==> src/include/exu_params.svh <==
// Execute cluster sizing macros
`ifndef EXU_PARAMS_SVH
`define EXU_PARAMS_SVH

// ##########################################################
// Datapath and register file dimensions
// ##########################################################

// Width of every register and ALU operand.
`define EXU_XLEN 32

// Architectural registers, x0 included.
`define EXU_REG_COUNT 32

// Bits needed to name one register.
`define EXU_REG_AW 5

`endif

==> src/hdl/exu_pkg.sv <==
// Execute cluster types
package exu_pkg;

    // ##########################################################
    // ALU operation codes
    // ##########################################################
    typedef enum logic [3:0] {
        ADD    = 4'd0,   // opa + opb.
        SUB    = 4'd1,   // opa - opb.
        AND    = 4'd2,
        OR     = 4'd3,
        XOR    = 4'd4,
        SLL    = 4'd5,   // Shift amount is opb[4:0].
        SRL    = 4'd6,
        SRA    = 4'd7,   // Sign bit fills from the left.
        SLT    = 4'd8,   // Signed compare, 1 or 0.
        SLTU   = 4'd9,   // Unsigned compare, 1 or 0.
        PASS_B = 4'd10   // Used by lui style ops.
    } alu_op_e;

    // ##########################################################
    // Operand source selects
    // ##########################################################
    typedef enum logic {
        SRC_A_RS1 = 1'b0,  // Resolved rs1 value.
        SRC_A_PC  = 1'b1   // Instruction address.
    } src_a_e;

    // Encoding 2'b11 is not defined.
    typedef enum logic [1:0] {
        SRC_B_RS2  = 2'b00,  // Resolved rs2 value.
        SRC_B_IMM  = 2'b01,  // Decoded immediate.
        SRC_B_FOUR = 2'b10   // Link offset for jal and jalr.
    } src_b_e;

endpackage

==> src/hdl/exu_op_if.sv <==
// Resolved operation channel
`timescale 1ns/10ps
`include "exu_params.svh"

interface exu_op_if
    import exu_pkg::*;
();

    logic                   valid;    // Single-cycle strobe, no back-pressure.
    alu_op_e                alu_op;   // Operation to run in the ALU stage.
    logic [`EXU_REG_AW-1:0] rd;       // Destination register.
    logic [`EXU_XLEN-1:0]   opa;      // First ALU input, already selected.
    logic [`EXU_XLEN-1:0]   opb;      // Second ALU input, already selected.

    // Operand stage side.
    modport producer (
        output valid,
        output alu_op,
        output rd,
        output opa,
        output opb
    );

    // ALU stage side.
    modport consumer (
        input valid,
        input alu_op,
        input rd,
        input opa,
        input opb
    );

endinterface

==> src/hdl/exu_regfile.sv <==
// Integer register file
`timescale 1ns/10ps
`include "exu_params.svh"

module exu_regfile (
    input  logic                   clk,
    input  logic                   rst_n,
    input  logic [`EXU_REG_AW-1:0] rs1_addr,
    input  logic [`EXU_REG_AW-1:0] rs2_addr,
    output logic [`EXU_XLEN-1:0]   rs1_data,
    output logic [`EXU_XLEN-1:0]   rs2_data,
    input  logic                   wr_en,
    input  logic [`EXU_REG_AW-1:0] wr_addr,
    input  logic [`EXU_XLEN-1:0]   wr_data
);

    logic [`EXU_XLEN-1:0] regs [`EXU_REG_COUNT];

    // ##########################################################
    // Write port
    // ##########################################################
    always_ff @(posedge clk) begin
        if (!rst_n) begin
            for (int i = 0; i < `EXU_REG_COUNT; i++) begin
                regs[i] <= '0;
            end
        end else if (wr_en && (wr_addr != '0)) begin  // x0 is never written.
            regs[wr_addr] <= wr_data;
        end
    end

    // ##########################################################
    // Read ports
    // ##########################################################
    // No write-through here; the writeback stage forwards the
    // value that is being written in the same cycle.
    assign rs1_data = regs[rs1_addr];  // x0 holds its reset value of zero.
    assign rs2_data = regs[rs2_addr];

    // Register 0 reads zero on both ports.
    property p_x0_reads_zero;
        @(posedge clk) disable iff (!rst_n)
            ((rs1_addr != '0) || (rs1_data == '0)) &&
            ((rs2_addr != '0) || (rs2_data == '0));
    endproperty

    a_x0_reads_zero: assert property (p_x0_reads_zero)
        else $error("regfile: x0 read back nonzero");

endmodule

==> src/hdl/exu_operand_sel.sv <==
// Operand forwarding and select
`timescale 1ns/10ps
`include "exu_params.svh"

module exu_operand_sel
    import exu_pkg::*;
(
    input  logic                   issue_valid,
    input  logic [3:0]             issue_alu_op,
    input  logic                   issue_src_a,
    input  logic [1:0]             issue_src_b,
    input  logic [`EXU_REG_AW-1:0] issue_rd,
    input  logic [`EXU_XLEN-1:0]   issue_pc,
    input  logic [`EXU_XLEN-1:0]   issue_imm,
    input  logic [`EXU_REG_AW-1:0] rs1_addr,
    input  logic [`EXU_REG_AW-1:0] rs2_addr,
    input  logic [`EXU_XLEN-1:0]   rf_rs1_data,
    input  logic [`EXU_XLEN-1:0]   rf_rs2_data,
    input  logic                   ex_valid,
    input  logic [`EXU_REG_AW-1:0] ex_rd,
    input  logic [`EXU_XLEN-1:0]   ex_data,
    input  logic                   wb_valid,
    input  logic [`EXU_REG_AW-1:0] wb_rd,
    input  logic [`EXU_XLEN-1:0]   wb_data,
    exu_op_if.producer             op
);

    logic [`EXU_XLEN-1:0] rs1_val;  // rs1 after forwarding.
    logic [`EXU_XLEN-1:0] rs2_val;  // rs2 after forwarding.

    // ##########################################################
    // Hazard detection
    // ##########################################################
    // The ALU stage holds the newer result, so it wins.
    function automatic logic [`EXU_XLEN-1:0] fwd_pick(
        input logic [`EXU_REG_AW-1:0] src,
        input logic [`EXU_XLEN-1:0]   rf_val,
        input logic                   e_valid,
        input logic [`EXU_REG_AW-1:0] e_rd,
        input logic [`EXU_XLEN-1:0]   e_data,
        input logic                   w_valid,
        input logic [`EXU_REG_AW-1:0] w_rd,
        input logic [`EXU_XLEN-1:0]   w_data
    );
        logic hit_ex;
        logic hit_wb;
        hit_ex = e_valid && (e_rd == src) && (e_rd != '0);
        hit_wb = w_valid && (w_rd == src) && (w_rd != '0);
        if (hit_ex) begin
            return e_data;
        end else if (hit_wb) begin
            return w_data;
        end
        return rf_val;  // Regfile already returns zero for x0.
    endfunction

    assign rs1_val = fwd_pick(rs1_addr, rf_rs1_data, ex_valid, ex_rd, ex_data,
                              wb_valid, wb_rd, wb_data);
    assign rs2_val = fwd_pick(rs2_addr, rf_rs2_data, ex_valid, ex_rd, ex_data,
                              wb_valid, wb_rd, wb_data);

    // ##########################################################
    // ALU input select
    // ##########################################################
    assign op.valid  = issue_valid;
    assign op.alu_op = alu_op_e'(issue_alu_op);
    assign op.rd     = issue_rd;
    assign op.opa    = (issue_src_a == SRC_A_PC) ? issue_pc : rs1_val;

    always_comb begin
        case (issue_src_b)
            SRC_B_RS2:  op.opb = rs2_val;
            SRC_B_IMM:  op.opb = issue_imm;
            SRC_B_FOUR: op.opb = `EXU_XLEN'd4;  // pc + 4 link value.
            default:    op.opb = '0;
        endcase
    end

    // Decode must never issue the spare src_b encoding.
    always_comb begin
        if (issue_valid) begin
            a_src_b_legal: assert (issue_src_b inside {SRC_B_RS2, SRC_B_IMM, SRC_B_FOUR})
                else $error("operand_sel: undefined src_b encoding %b", issue_src_b);
        end
    end

endmodule

==> src/hdl/exu_alu.sv <==
// Execute stage ALU
`timescale 1ns/10ps
`include "exu_params.svh"

module exu_alu
    import exu_pkg::*;
(
    input  logic                   clk,
    input  logic                   rst_n,
    exu_op_if.consumer             op,
    output logic                   ex_valid,
    output logic [`EXU_REG_AW-1:0] ex_rd,
    output logic [`EXU_XLEN-1:0]   ex_data
);

    logic                   valid_q;
    alu_op_e                alu_op_q;
    logic [`EXU_REG_AW-1:0] rd_q;
    logic [`EXU_XLEN-1:0]   opa_q;
    logic [`EXU_XLEN-1:0]   opb_q;
    logic [4:0]             shamt;     // Low five bits of opb.

    // ##########################################################
    // Issue register
    // ##########################################################
    always_ff @(posedge clk) begin
        if (!rst_n) begin
            valid_q <= 1'b0;
        end else begin
            valid_q <= op.valid;
        end
    end

    // Payload only moves on a valid issue.
    always_ff @(posedge clk) begin
        if (op.valid) begin
            alu_op_q <= op.alu_op;
            rd_q     <= op.rd;
            opa_q    <= op.opa;
            opb_q    <= op.opb;
        end
    end

    // ##########################################################
    // Arithmetic and logic
    // ##########################################################
    assign shamt = opb_q[4:0];

    always_comb begin
        case (alu_op_q)
            ADD:     ex_data = opa_q + opb_q;
            SUB:     ex_data = opa_q - opb_q;
            AND:     ex_data = opa_q & opb_q;
            OR:      ex_data = opa_q | opb_q;
            XOR:     ex_data = opa_q ^ opb_q;
            SLL:     ex_data = opa_q << shamt;
            SRL:     ex_data = opa_q >> shamt;
            SRA:     ex_data = $unsigned($signed(opa_q) >>> shamt);
            SLT:     ex_data = {{(`EXU_XLEN-1){1'b0}}, $signed(opa_q) < $signed(opb_q)};
            SLTU:    ex_data = {{(`EXU_XLEN-1){1'b0}}, opa_q < opb_q};
            PASS_B:  ex_data = opb_q;
            default: ex_data = '0;  // Unused opcodes.
        endcase
    end

    assign ex_valid = valid_q;
    assign ex_rd    = rd_q;

    // One issue gives exactly one result a cycle later.
    property p_ex_follows_issue;
        @(posedge clk) disable iff (!rst_n)
            $past(rst_n) |-> (ex_valid == $past(op.valid));
    endproperty

    a_ex_follows_issue: assert property (p_ex_follows_issue)
        else $error("alu: ex_valid does not follow issue by one cycle");

endmodule

==> src/hdl/exu_wb_stage.sv <==
// Writeback stage register
`timescale 1ns/10ps
`include "exu_params.svh"

module exu_wb_stage (
    input  logic                   clk,
    input  logic                   rst_n,
    input  logic                   ex_valid,
    input  logic [`EXU_REG_AW-1:0] ex_rd,
    input  logic [`EXU_XLEN-1:0]   ex_data,
    output logic                   wb_valid,
    output logic [`EXU_REG_AW-1:0] wb_rd,
    output logic [`EXU_XLEN-1:0]   wb_data
);

    // ##########################################################
    // Result register
    // ##########################################################
    always_ff @(posedge clk) begin
        if (!rst_n) begin
            wb_valid <= 1'b0;
        end else begin
            wb_valid <= ex_valid;  // Also the regfile write enable.
        end
    end

    always_ff @(posedge clk) begin
        if (ex_valid) begin
            wb_rd   <= ex_rd;
            wb_data <= ex_data;
        end
    end

    // wb_valid trails ex_valid by one cycle.
    property p_wb_follows_ex;
        @(posedge clk) disable iff (!rst_n)
            $past(rst_n) |-> (wb_valid == $past(ex_valid));
    endproperty

    a_wb_follows_ex: assert property (p_wb_follows_ex)
        else $error("wb_stage: wb_valid does not follow ex_valid");

endmodule

==> src/hdl/exu_top.sv <==
// Execute cluster top level
`timescale 1ns/10ps
`include "exu_params.svh"

module exu_top (
    input  logic                   clk,
    input  logic                   rst_n,
    input  logic                   issue_valid,
    input  logic [3:0]             issue_alu_op,
    input  logic                   issue_src_a,
    input  logic [1:0]             issue_src_b,
    input  logic [`EXU_REG_AW-1:0] issue_rs1,
    input  logic [`EXU_REG_AW-1:0] issue_rs2,
    input  logic [`EXU_REG_AW-1:0] issue_rd,
    input  logic [`EXU_XLEN-1:0]   issue_pc,
    input  logic [`EXU_XLEN-1:0]   issue_imm,
    output logic                   res_valid,
    output logic [`EXU_REG_AW-1:0] res_rd,
    output logic [`EXU_XLEN-1:0]   res_data
);

    logic [`EXU_XLEN-1:0]   rf_rs1_data;
    logic [`EXU_XLEN-1:0]   rf_rs2_data;
    logic                   ex_valid;    // ALU stage, newer forward source.
    logic [`EXU_REG_AW-1:0] ex_rd;
    logic [`EXU_XLEN-1:0]   ex_data;
    logic                   wb_valid;    // Writeback stage, older forward source.
    logic [`EXU_REG_AW-1:0] wb_rd;
    logic [`EXU_XLEN-1:0]   wb_data;

    exu_op_if op_if ();

    // ##########################################################
    // Issue cycle
    // ##########################################################
    exu_regfile exu_regfile_inst (
        .clk      (clk),
        .rst_n    (rst_n),
        .rs1_addr (issue_rs1),
        .rs2_addr (issue_rs2),
        .rs1_data (rf_rs1_data),
        .rs2_data (rf_rs2_data),
        .wr_en    (wb_valid),
        .wr_addr  (wb_rd),
        .wr_data  (wb_data)
    );

    exu_operand_sel exu_operand_sel_inst (
        .issue_valid  (issue_valid),
        .issue_alu_op (issue_alu_op),
        .issue_src_a  (issue_src_a),
        .issue_src_b  (issue_src_b),
        .issue_rd     (issue_rd),
        .issue_pc     (issue_pc),
        .issue_imm    (issue_imm),
        .rs1_addr     (issue_rs1),
        .rs2_addr     (issue_rs2),
        .rf_rs1_data  (rf_rs1_data),
        .rf_rs2_data  (rf_rs2_data),
        .ex_valid     (ex_valid),
        .ex_rd        (ex_rd),
        .ex_data      (ex_data),
        .wb_valid     (wb_valid),
        .wb_rd        (wb_rd),
        .wb_data      (wb_data),
        .op           (op_if.producer)
    );

    // ##########################################################
    // Execute and writeback
    // ##########################################################
    exu_alu exu_alu_inst (
        .clk      (clk),
        .rst_n    (rst_n),
        .op       (op_if.consumer),
        .ex_valid (ex_valid),
        .ex_rd    (ex_rd),
        .ex_data  (ex_data)
    );

    exu_wb_stage exu_wb_stage_inst (
        .clk      (clk),
        .rst_n    (rst_n),
        .ex_valid (ex_valid),
        .ex_rd    (ex_rd),
        .ex_data  (ex_data),
        .wb_valid (wb_valid),
        .wb_rd    (wb_rd),
        .wb_data  (wb_data)
    );

    assign res_valid = wb_valid;
    assign res_rd    = wb_rd;
    assign res_data  = wb_data;

endmodule

==> config.mk <==
export PLATFORM = sky130hd
export DESIGN_NAME = exu_top
export DESIGN_NICKNAME = d
export VERILOG_FILES = /design/src/hdl/exu_pkg.sv /design/src/hdl/exu_op_if.sv /design/src/hdl/exu_regfile.sv /design/src/hdl/exu_operand_sel.sv /design/src/hdl/exu_alu.sv /design/src/hdl/exu_wb_stage.sv /design/src/hdl/exu_top.sv
export VERILOG_INCLUDE_DIRS = /design/src /design/src/include
export SDC_FILE = /design/constraint.sdc
export NUM_CORES = 2
export LEC_CHECK = 0
export ABC_CLOCK_PERIOD_IN_PS = 5000
export BUFFER_PORTS_ARGS = -buffer_cell sky130_fd_sc_hd__buf_2
export CAP_MARGIN = 0
export CORE_ASPECT_RATIO = 0.5
export CORE_MARGIN = 4
export CORE_UTILIZATION = 64
export DETAILED_ROUTE_END_ITERATION = 12
export PLACE_DENSITY = 0.81
export SYNTH_ARGS = -nofsm -noshare
export SYNTH_HDL_FRONTEND = slang
export SYNTH_SLANG_ARGS = --single-unit
==> constraint.sdc <==
create_clock -name clk -period 5 [get_ports clk]
set_input_delay 0.5 -clock clk [delete_from_list [all_inputs] [get_ports clk]]
set_output_delay 0.5 -clock clk [all_outputs]
set_load 0.005 [all_outputs]
==> flow_metrics.py <==
metrics = {
    "critical_path": {
        "crit_required_ns": 5.45,
        "worst-path-max-fanout": 51,
        "endpoint_kind": "register",
        "rr_endpoint": "exu_alu_inst.opb_q[28]",
        "worstRegToRegCells": 13,
        "critPathKind": "register to register",
        "r2r_slack_ns": 0.69,
        "r2r_start": "exu_alu_inst.opb_q[0]",
        "worstPathArrival_ns": 4.75,
        "start_kind": "register",
    },
    "yosys": {
        "syn_area_mm2": 0.0691,
        "ys_ff_latch": 1136,
        "ys.warnings.count": 0,
        "synthFlopType": "edfxtp_1",
        "ys_types": 100,
        "async_reset_ff_share_pct": 0,
        "synth_common_cells": "edfxtp_1 (1134), and2_1 (1004), mux4_2 (706)",
        "synth_top_area_share_pct": 49.3,
        "yosysTopAreaCell": "edfxtp_1",
        "ys_seq_area_share_pct": 49.4,
        "syn-instance-count": 5008,
        "synth.most_common_cell": "edfxtp_1",
        "ys_top_cells_by_area": "edfxtp_1 (49%), mux4_2 (23%), and2_1 (9.1%), clkbuf_1 (2.1%), ha_1 (1.8%)",
        "synth_edf_count": 1134,
        "avgSynthCellArea_um2": 13.8,
    },
    "final_layout": {
        "nets": 5186,
        "final_cell_area_mm2": 0.0756,
        "fin_cells": 6502,
        "fin_util_pct": 71.3,
        "synthToLayoutAreaGrowth_pct": 9.46,
        "drive_gt1_share_pct": 26.2,
    },
    "detailed_routing": {
        "vias": 49500,
        "drtPass1Iterations": 6,
        "wl_um": 246000,
        "drc": 0,
        "drt-wirelength-per-cell_um": 37.8,
        "drt_iter0_drc": 8484,
        "postRouteAntennaNets": 0,
        "post_drt_via_cell_ratio": 7.62,
    },
    "sta": {
        "max_freq_mhz": 232,
        "min_period_over_period_pct": 86.1,
        "hold_viol": 0,
        "setup_viol": 0,
        "relSlewSlack_pct": 5.18,
        "maxSlewViolCount": 0,
        "worstMarginPinSlew_ns": 1.42,
        "layout_setup_ws_ns": 0.695,
        "final.setup.tns_ns": 0,
        "grt_setup_unrepaired": "false",
        "skew_ns": 0.0404,
        "min_period_ns": 4.31,
    },
    "clocking": {
        "clockBufferDepth": 3,
        "h-tree-depth": 3,
        "post-cts-setup-buffers": 0,
        "root_buffer": "clkbuf_16",
        "cts_tree": "built",
        "ctsHoldBuffers": 9,
        "cts-resized-gates": 0,
        "clock-sinks": 1136,
        "clk_pin_slew_ns": 0.07,
        "clk_latency_ns": 0.75,
        "numCtsBuffers": 101,
    },
    "floorplanning": {
        "initial_core_util_pct": 65.1,
        "core-area_mm2": 0.106,
        "rows": 84,
        "die_area_mm2": 0.114,
        "io_pins": 127,
        "die_w_um": 473,
        "fp.dieH_um": 240,
    },
    "global_route": {
        "grt_pass1_vias": 49400,
        "grt_max_degree": 88,
        "grt-ovfl-total": 0,
        "grt_pass1_wl_um": 351000,
        "antenna_found_initial": 19,
        "grtUsageTotal_pct": 43.6,
    },
    "placed_design": {
        "dp_hpwl_um": 160000,
        "io_buffers": 126,
        "preCtsSetupSlack_ns": 0.822,
        "place.gp.congestion": 0.977,
        "place_area_mm2": 0.0721,
        "placed_cells": 6303,
    },
    "pwr": {
        "peakVddDrop_mv": 0.283,
        "p_leak_nw": 27.5,
        "pwr_density_cell_mw_per_mm2": 316,
    },
    "min_path": {
        "whs_endpoint": "exu_alu_inst.opa_q[7]",
        "holdPathStages": 3,
        "holdCritStartpoint": "issue_pc[7]",
        "holdCritPathClass": "input pin to register",
    },
    "outcome": {
        "status": "completed",
    },
    "run": {
        "maxCapViolCount": 0,
    },
}
==> layout make-up <==
cell class | instances | area, um^2
Fill cell | 6572 | 30400
Antenna cell | 3 | 7.51
Tap cell | 1419 | 1780
Multi-Input combinational cell | 3269 | 33100
Timing Repair Buffer | 369 | 2850
Sequential cell | 1136 | 34100
Clock inverter | 62 | 726
Inverter | 119 | 447
Clock buffer | 125 | 2660
==> worst max-delay path: stages, from the launching register on <==
cell and delay [ns]:
edfxtp_1 0.40, buf_12 0.33, ha_1 0.29, inv_1 0.07, fa_1 0.42, nor2b_1 0.17
o31ai_1 0.15, a2111o_1 0.54, and3_1 0.26, nor4b_1 0.49, o41ai_1 0.17, and3_1 0.21
o22ai_1 0.34, o21ai_0 0.17
==> flip-flops by register name (all words and copies together) (netlist names) <==
name / flops
exu_alu_inst.alu_op_q: 4
exu_alu_inst.ex_rd: 5
exu_alu_inst.ex_valid: 1
exu_alu_inst.opa_q: 32
exu_alu_inst.opb_q: 32
exu_regfile_inst.regs: 1024
exu_wb_stage_inst.wb_data: 32
exu_wb_stage_inst.wb_rd: 5
exu_wb_stage_inst.wb_valid: 1
==> through the flow <==
stage          power, mW  hold slack (ns)
6_report            23.9           0.0805
3_5_place_dp        15.7            0.538
5_1_grt             24.5           0.0806
2_1_floorplan       14.0            0.506
4_1_cts             23.7           0.0544
3_3_place_gp        15.6            0.516
==> power breakdown <==
part           internal, mW  switching, mW  total [mW]
sequential             10.9          0.424        11.3
clock                  4.48           3.75        8.23
combinational          1.69           2.70        4.39
total                  17.1           6.87        23.9
==> per-layer routing <==
metal	track usage, %	up-vias	routed length [um]
li1	-	19300	-
met1	56.6	24800	81100
met2	65.4	4541	109000
met3	17.1	914	41000
met4	20.8	16	14200
met5	0	-	108
==> cell usage in the layout (no fill, tap or decap), drive strengths merged, types with 34 or more instances in the layout <==
master  count
a211oi     40
a21oi     157
and2     1004
buf       360
clkbuf    125
clkinv     48
edfxtp   1134
ha         99
inv       119
mux2i     105
mux4      718
nand2     160
nor2      250
nor3       51
o211ai     34
o21ai     162
==> worst max path at each step <==
stage | cells after the start | from | end | slack (ns)
final | 13 | exu_alu_inst.opb_q[0] | exu_alu_inst.opb_q[28] | 0.69
after global routing | 11 | exu_alu_inst.opb_q[2] | exu_alu_inst.opb_q[26] | 0.47
after CTS | 13 | exu_alu_inst.opb_q[0] | exu_alu_inst.opb_q[28] | 0.79
after detailed placement | 13 | exu_alu_inst.opb_q[0] | exu_alu_inst.opb_q[28] | 0.82
after global placement | 13 | exu_alu_inst.opb_q[0] | exu_alu_inst.opb_q[28] | 0.89
after floorplan | 7 | exu_wb_stage_inst.wb_rd[2] | exu_regfile_inst.regs[28][0] | 0.74
==> kinds of logic after synthesis <==
group           synth area share (%)
xor+xnor                       0.342
buf+inv                         3.68
compound gates                  6.48
other cells                  0.00543
mux                             25.2
fa+ha+maj                       1.85
simple gates                    13.1
flops                           49.4
Power figures use the tool's default switching activity.
